[src/design/dcx_ctrl_pkg.sv]
`default_nettype none

package dcx_ctrl_pkg;

    //////////////////////////////
    // timing and widths
    //////////////////////////////

    // reset line hold, short for simulation
    localparam int unsigned RESET_HOLD_CYCLES = 64;
    localparam int unsigned HOLD_WIDTH        = 7;

    // led counter taps
    localparam int unsigned GLOW_SLOW_BIT     = 12;
    localparam int unsigned GLOW_FAST_BIT     = 8;
    localparam int unsigned BLINK_BIT         = 14;
    localparam int unsigned LED_COUNT_WIDTH   = 16;

    localparam int unsigned EVENT_WIDTH       = 32;

    typedef logic [HOLD_WIDTH-1:0]      hold_count_t;
    typedef logic [EVENT_WIDTH-1:0]     event_count_t;
    typedef logic [LED_COUNT_WIDTH-1:0] led_count_t;

    //////////////////////////////
    // encodings
    //////////////////////////////

    // LED_OPT_ALT is treated as LED_OPT
    typedef enum logic [1:0] {
        LED_STATUS  = 2'd0,
        LED_OPT     = 2'd1,
        LED_DC      = 2'd2,
        LED_OPT_ALT = 2'd3
    } led_mode_t;

    typedef enum logic [1:0] {
        RST_IDLE = 2'd0,
        RST_HOLD = 2'd1,
        RST_ACK  = 2'd2
    } reset_state_t;

    //////////////////////////////
    // bundles
    //////////////////////////////

    typedef struct packed {
        logic      dc_reset_req;
        logic      opt_reset_req;
        led_mode_t led_mode;
    } host_ctrl_t;

    typedef struct packed {
        logic dc_reset_ack;
        logic opt_reset_ack;
    } host_ack_t;

    // straight from the pins, asynchronous
    typedef struct packed {
        logic pll54_locked;
        logic pll_hdmi_locked;
        logic resync;
        logic force_generate;
        logic adv_ready;
    } raw_status_t;

    typedef struct packed {
        logic pll54_locked;
        logic pll_hdmi_locked;
        logic resync;
        logic force_generate;
        logic adv_ready;
    } sync_status_t;

    typedef struct packed {
        event_count_t pll54_lockloss;
        event_count_t pll_hdmi_lockloss;
        event_count_t resync_events;
    } event_counts_t;

endpackage

`default_nettype wire
[src/design/dcx_control_top.sv]
`timescale 1ns/1ps
`default_nettype none

module dcx_control_top import dcx_ctrl_pkg::*; (
    input  wire           control_clock,
    input  wire           reset_dc,

    // host side
    input  host_ctrl_t    host,
    output host_ack_t     host_ack,

    input  raw_status_t   raw_status,

    // console lines, 1 means released
    output logic          dc_nreset,
    output logic          opt_nreset,
    output logic          status_led,

    output event_counts_t counts
);

    logic         dc_ack;
    logic         opt_ack;
    sync_status_t sync_status;

    assign host_ack = '{dc_reset_ack: dc_ack, opt_reset_ack: opt_ack};

    //////////////////////////////
    // reset channels
    //////////////////////////////

    reset_sequencer u_dc_reset (
        .control_clock (control_clock),
        .reset_dc      (reset_dc),
        .req           (host.dc_reset_req),
        .ack           (dc_ack),
        .nreset        (dc_nreset)
    );

    // optional board
    reset_sequencer u_opt_reset (
        .control_clock (control_clock),
        .reset_dc      (reset_dc),
        .req           (host.opt_reset_req),
        .ack           (opt_ack),
        .nreset        (opt_nreset)
    );

    //////////////////////////////
    // status and monitoring
    //////////////////////////////

    lockloss_monitor u_monitor (
        .control_clock (control_clock),
        .reset_dc      (reset_dc),
        .raw           (raw_status),
        .status        (sync_status),
        .counts        (counts)
    );

    status_led u_led (
        .control_clock (control_clock),
        .reset_dc      (reset_dc),
        .mode          (host.led_mode),
        .status        (sync_status),
        .dc_nreset     (dc_nreset),
        .opt_nreset    (opt_nreset),
        .led           (status_led)
    );

endmodule

`default_nettype wire

[src/design/lockloss_monitor.sv]
`timescale 1ns/1ps
`default_nettype none

module lockloss_monitor import dcx_ctrl_pkg::*; (
    input  wire           control_clock,
    input  wire           reset_dc,
    input  raw_status_t   raw,
    output sync_status_t  status,
    output event_counts_t counts
);

    sync_status_t sync_1;
    sync_status_t status_prev;

    logic pll54_fall;
    logic pll_hdmi_fall;
    logic resync_rise;

    //////////////////////////////
    // two-flop synchronizers
    //////////////////////////////

    always_ff @(posedge control_clock) begin
        if (reset_dc) begin
            sync_1 <= '0;
            status <= '0;
        end else begin
            sync_1 <= sync_status_t'(raw);
            status <= sync_1;
        end
    end

    //////////////////////////////
    // edges
    //////////////////////////////

    always_ff @(posedge control_clock) begin
        if (reset_dc) begin
            status_prev <= '0;
        end else begin
            status_prev <= status;
        end
    end

    // lock loss is the falling edge
    assign pll54_fall    = status_prev.pll54_locked    & ~status.pll54_locked;
    assign pll_hdmi_fall = status_prev.pll_hdmi_locked & ~status.pll_hdmi_locked;
    assign resync_rise   = ~status_prev.resync         &  status.resync;

    // counters wrap
    always_ff @(posedge control_clock) begin
        if (reset_dc) begin
            counts <= '0;
        end else begin
            if (pll54_fall) begin
                counts.pll54_lockloss <= counts.pll54_lockloss + 1'b1;
            end
            if (pll_hdmi_fall) begin
                counts.pll_hdmi_lockloss <= counts.pll_hdmi_lockloss + 1'b1;
            end
            if (resync_rise) begin
                counts.resync_events <= counts.resync_events + 1'b1;
            end
        end
    end

endmodule

`default_nettype wire

[src/design/status_led.sv]
`timescale 1ns/1ps
`default_nettype none

module status_led import dcx_ctrl_pkg::*; (
    input  wire          control_clock,
    input  wire          reset_dc,
    input  led_mode_t    mode,
    input  sync_status_t status,
    input  wire          dc_nreset,
    input  wire          opt_nreset,
    output logic         led
);

    led_count_t led_count;
    logic       glow_slow;
    logic       glow_fast;
    logic       blink_on;
    logic       led_next;

    // 4-bit pwm against a triangle
    // the ramp sits just below the direction bit at pos + 1
    function automatic logic glow(input led_count_t cnt, input int unsigned pos);
        logic [3:0] ramp;
        logic [3:0] level;
        ramp  = 4'(cnt >> (pos - 3));
        level = cnt[pos + 1] ? ramp : ~ramp;
        return (cnt[3:0] < level);
    endfunction

    //////////////////////////////
    // pattern sources
    //////////////////////////////

    always_ff @(posedge control_clock) begin
        if (reset_dc) begin
            led_count <= '0;
        end else begin
            led_count <= led_count + 1'b1;
        end
    end

    assign glow_slow = glow(led_count, GLOW_SLOW_BIT);
    assign glow_fast = glow(led_count, GLOW_FAST_BIT);
    assign blink_on  = led_count[BLINK_BIT];

    //////////////////////////////
    // source select
    //////////////////////////////

    always_comb begin
        led_next = 1'b1;
        unique case (mode)
            LED_DC: begin
                led_next = dc_nreset;
            end
            LED_OPT, LED_OPT_ALT: begin
                led_next = opt_nreset;
            end
            default: begin
                // status display, highest priority first
                if (!status.pll_hdmi_locked) begin
                    led_next = 1'b1;
                end else if (status.resync) begin
                    led_next = ~glow_fast;
                end else if (status.force_generate) begin
                    led_next = blink_on ? ~glow_fast : 1'b1;
                end else if (status.adv_ready) begin
                    led_next = 1'b0;
                end else begin
                    led_next = ~glow_slow;
                end
            end
        endcase
    end

    // led line is active low, so 1 is dark
    always_ff @(posedge control_clock) begin
        if (reset_dc) begin
            led <= 1'b1;
        end else begin
            led <= led_next;
        end
    end

endmodule

`default_nettype wire

[src/design/reset_sequencer.sv]
`timescale 1ns/1ps
`default_nettype none

module reset_sequencer import dcx_ctrl_pkg::*; (
    input  wire  control_clock,
    input  wire  reset_dc,
    input  logic req,
    output logic ack,
    output logic nreset
);

    reset_state_t state;
    reset_state_t state_next;

    // req has been low since the last pulse started
    logic armed;
    logic start;
    logic hold_done;

    //////////////////////////////
    // hold timer
    //////////////////////////////

    assign start = (state == RST_IDLE) && req && armed;

    hold_timer u_timer (
        .control_clock (control_clock),
        .reset_dc      (reset_dc),
        .load          (start),
        .done          (hold_done)
    );

    //////////////////////////////
    // handshake FSM
    //////////////////////////////

    always_comb begin
        state_next = state;
        unique case (state)
            RST_IDLE: begin
                if (start) begin
                    state_next = RST_HOLD;
                end
            end
            RST_HOLD: begin
                // release and acknowledge together
                if (hold_done) begin
                    state_next = RST_ACK;
                end
            end
            RST_ACK: begin
                if (!req) begin
                    state_next = RST_IDLE;
                end
            end
            default: begin
                state_next = RST_IDLE;
            end
        endcase
    end

    always_ff @(posedge control_clock) begin
        if (reset_dc) begin
            state <= RST_IDLE;
        end else begin
            state <= state_next;
        end
    end

    // a req left high across reset or a pulse must drop first
    always_ff @(posedge control_clock) begin
        if (reset_dc) begin
            armed <= 1'b0;
        end else if (start) begin
            armed <= 1'b0;
        end else if (!req) begin
            armed <= 1'b1;
        end
    end

    // outputs registered from the next state
    always_ff @(posedge control_clock) begin
        if (reset_dc) begin
            nreset <= 1'b1;
            ack    <= 1'b0;
        end else begin
            nreset <= (state_next != RST_HOLD);
            ack    <= (state_next == RST_ACK);
        end
    end

endmodule

`default_nettype wire

[src/design/hold_timer.sv]
`timescale 1ns/1ps
`default_nettype none

module hold_timer import dcx_ctrl_pkg::*; (
    input  wire  control_clock,
    input  wire  reset_dc,
    input  logic load,
    output logic done
);

    // last value before expiry, count runs down to zero
    localparam hold_count_t HOLD_LAST = hold_count_t'(RESET_HOLD_CYCLES - 1);

    hold_count_t count;

    // load takes effect on the edge it is sampled on,
    // so zero is reached RESET_HOLD_CYCLES - 1 edges later
    always_ff @(posedge control_clock) begin
        if (reset_dc) begin
            count <= '0;
        end else if (load) begin
            count <= HOLD_LAST;
        end else if (count != '0) begin
            count <= count - 1'b1;
        end
    end

    // expired, stays up until the next load
    assign done = (count == '0);

endmodule

`default_nettype wire

[config.mk]
export PLATFORM = sky130hd
export DESIGN_NAME = dcx_control_top
export DESIGN_NICKNAME = d
export VERILOG_FILES = /design/src/design/dcx_ctrl_pkg.sv /design/src/design/dcx_control_top.sv /design/src/design/lockloss_monitor.sv /design/src/design/status_led.sv /design/src/design/reset_sequencer.sv /design/src/design/hold_timer.sv
export SDC_FILE = /design/constraint.sdc
export NUM_CORES = 1
export LEC_CHECK = 0
export BUFFER_PORTS_ARGS = -buffer_cell sky130_fd_sc_hd__clkbuf_2
export CAP_MARGIN = 20
export CORE_MARGIN = 2
export CORE_UTILIZATION = 30
export DETAILED_ROUTE_END_ITERATION = 10
export PLACE_DENSITY = 0.54
export RECOVER_POWER = 50
export REMOVE_ABC_BUFFERS = 1
export SLEW_MARGIN = 10
export SYNTH_ARGS = -nofsm -noshare
export SYNTH_HDL_FRONTEND = slang
export SYNTH_SLANG_ARGS = --single-unit
[constraint.sdc]
create_clock -name control_clock -period 4.31 [get_ports control_clock]
set_input_delay 0.6465 -clock control_clock [delete_from_list [all_inputs] [get_ports control_clock]]
set_output_delay 0.6465 -clock control_clock [all_outputs]
set_load 0.02 [all_outputs]
==> impl_results.md <==
* Status: finished with violations
* Failing checks: capacitance limit, slew limit
* Root Buffer: clkbuf_16
* Synth-to-layout area growth at 18.5%
* Sequential Power Share at 44.6%
* Routed Antenna Nets at 0
* Clk slew on worst S/H paths at 60 ps
* Post-Synth Adder-Cell Area at 2.87%
* Flop2flop setup slack at 2060 ps
* Inserted Clock Buffers at 17
* CTS H-tree depth at 4
* CP arrival at 2790 ps
* Clock share of power at 42.2%
* Clk sinks at 149
* Setup bufs post-CTS at 0
* Synth area leader: dfxtp_1
* GRT overflow at 0
* Reg-to-reg critical path endpoint: u_monitor.counts[31]
* Synth top area share at 42.8%
* Worst Setup End Kind: register
* Crit path largest cell delay at between 1000 and 1500 ps
* Crit path max-delay family: buffers and inverters
* Clock Skew at 20.2 ps
* Combinational fraction of design power at a little over an eighth
* Ports at 112
* CP cell instances: clkbuf_2 -> buf_12 -> nor2b_1 -> mux2_1
* Unrepaired setup endpoints after global routing: no
* IO Port Bufs at 111
* Net switching power at 0.913 mW
* DRT Wirelength at 15900 um
* Area fraction in compound gates after synthesis at 8.45%
* Core Rows at 55
* Main combinational cell family by area after synthesis: simple AND/OR/NAND/NOR gates
* Sw Share at 26.7%
* Global-route wire length before repair at 25900 um
* Final setup fails at 0
* Ranking of synthesized cells by area: dfxtp_1 43%, nor2_1 5.6%, mux2_2 5.5%
* Die width at 156 um
* Max-cap violation count at 1
* Slew Limit Fails at 95
* Ant. Diodes at 0
* Synthesized area per cell at 8.65 um2
* Synth warnings at 0
* Core area at 22700 um2
* Register area share after synthesis at a little over two fifths
* Min Hold Slack at roughly 430 ps
* Peak VDD IR at 0.000266 V
* Max Root-Sink Buffers at 2
* Post-synth cell types at 42
* Crit path buf inv count at 2
* Detailed Place HPWL at 10900 um
* Main synth FF type: dfxtp_1
* Starting density of the core at 30.7%
* GPL Wtd Cong at 0.756
* Die footprint at 24500 um2
* Post-cts resize count at 0
* Largest net degree at the start of global routing at 97
* Setup TNS at 0 ps
* Via count at 5844
* Crit Path Max Fanout at 96
* Worst-margin pin slew at approximately 2000 ps
* Fmax at a little over 0.4 GHz
* Post-synthesis mux area share at 6.24%
* Highest-delay cell along the critical path: clkbuf_2
* Cell Int Power at between 2 and 3 mW
* Worst Hold Path Cells at 2
* Period utilisation layout at 57.6%
* Vias in the first global route at 5294
* Final Hold Vio Count at 0
* Drt first-iter violations at roughly 270
* CTS tree: yes
* CTS hold repair buffers at 0
* CP Launch Type: input pin
* Fillers at 2404
* Simple-gate share of the synthesized area at between 20% and 30%
* HP Start: host[3]
* Worst hold endpoint: u_dc_reset.armed
* EDFF count, synth at 0
* Nets at 927
* XOR/XNOR Fraction of Synth Area at about 6.9%
* Worst reg2reg startpoint: u_monitor.counts[5]
* Hold Path Class: input pin to register
* Total track usage at between 10% and 20%
* Tmin final at 2480 ps
* # DRC at 0
* Via/cell ratio at 4.89
* Kind of critical path: input pin to register
* Worst Path Required at approximately 4600 ps
* Post-Syn Area at 6980 um2
* Initial antenna violation count at 0
* Yosys reg bits at roughly 150
* Pre-antenna DRT Iters at 4
* Die H at 156 um
* Asr flop ratio synth at 0%
* Syn Inst Count at 807
* Worst skew pair latency at 420 ps
* WL per Instance at 13.3 um
* Slew HR at -33.5%
* Pleak at 3.07 nW
* Share of cells above drive strength 1 at 14.5%
* R2r worst-path depth at 4
* Pwr/cell area at 413 nW/um2
power by group through the flow:
stage	sequential [mW]	combinational (mW)	clock, mW
after floorplan	1.54	0.346	0
after global placement	1.55	0.449	0
after detailed placement	1.55	0.454	0
after CTS	1.52	0.455	1.50
after global routing	1.53	0.523	1.55
final	1.52	0.452	1.44
kinds of logic after synthesis:
| group | after synthesis |
|---|---|
| xor+xnor | 55 |
| simple gates | 378 |
| flops | 149 |
| mux | 39 |
| compound gates | 103 |
| buf+inv | 67 |
| fa+ha+maj | 16 |
worst reg2reg max path, cell delays in order (launching register included):
cell and delay, ps:
dfxtp_1 450, nand4_2 150, or4_1 800, nor4_1 380, mux2_2 360
registers in the layout, summed over array words and instances (netlist names):
signal	cells
u_opt_reset.nreset	1
u_dc_reset.ack	1
u_dc_reset.nreset	1
u_dc_reset.armed	1
u_monitor.status_prev	3
u_monitor.status	5
u_dc_reset.u_timer.count	7
u_monitor.sync_1	5
u_dc_reset.state	2
u_opt_reset.armed	1
u_opt_reset.ack	1
u_led.led_count	15
u_opt_reset.u_timer.count	7
u_opt_reset.state	2
u_monitor.counts	96
u_led.led	1
per-stage QoR:
step / std cells / instance area (um2) / setup slack (ps) / power (mW) / util, %
2_1_floorplan: 768 / 6810 / 2130 / 1.89 / -
3_3_place_gp: 1166 / 7770 / 2100 / 2.00 / 34.2
3_5_place_dp: 1166 / 7770 / 2070 / 2.01 / 34.2
4_1_cts: 1196 / 8330 / 2050 / 3.48 / 36.7
5_1_grt: 1196 / 8270 / 1650 / 3.61 / 36.4
6_report: 1196 / 8270 / 1830 / 3.42 / 36.4
metal layers:
layer  vias to the layer above  GRT usage, %  routed length (um)
met2                        85          20.1                7040
met5                         -             0                   0
met1                      2741          17.3                8120
li1                       3009             -                   -
met3                         9          3.77                 603
met4                         0          3.63                 133
area by class of cell:
| type | instances | area, um2 | share of cell area [%] |
|---|---|---|---|
| sequential | 149 | 2980 | 36.1 |
| clock buffer | 18 | 429 | 5.19 |
| multi-input combinational | 591 | 3730 | 45.1 |
| timing repair buffer | 113 | 534 | 6.46 |
| inverter | 28 | 105 | 1.27 |
| tap | 285 | 357 | 4.31 |
| clock inverter | 12 | 133 | 1.60 |
cells in the mapped netlist, drive strengths merged (3+ instances only):
cell type / instances
dfxtp: 149
nor2: 105
nor2b: 50
a21oi: 49
nand2: 41
mux2: 36
xor2: 34
clkbuf: 33
nand3: 31
nor3: 31
inv: 28
o21ai: 25
nand4: 23
xnor2: 21
or3: 20
or4: 19
ha: 16
nor4: 14
o31ai: 14
and4: 13
and3: 7
buf: 6
and2: 5
nand2b: 5
o211ai: 5
and4b: 4
a22oi: 3
mux2i: 3
nand3b: 3
or2: 3
layout by cell type, fill, tap and decap left out, drive strengths merged, types with 21 or more instances in the layout:
cell    count
mux2       36
xor2       34
xnor2      21
nand4      23
nand2      41
a21oi      49
clkbuf    129
dfxtp     149
nor2      105
nor3       31
inv        29
nand3      31
o21ai      25
nor2b      50
worst max path at each step:
stage / slack [ps] / start / depth (start not counted) / end
after floorplan: 2130 / u_monitor.counts[6] / 4 / u_monitor.counts[31]
after global placement: 2100 / u_monitor.counts[5] / 4 / u_monitor.counts[31]
after detailed placement: 2070 / u_monitor.counts[5] / 4 / u_monitor.counts[31]
after CTS: 2050 / u_monitor.counts[5] / 4 / u_monitor.counts[31]
after global routing: 1650 / reset_dc / 4 / u_monitor.counts[21]
final: 1830 / reset_dc / 4 / u_monitor.counts[21]
No activity file was read; power rests on OpenSTA's default activity.
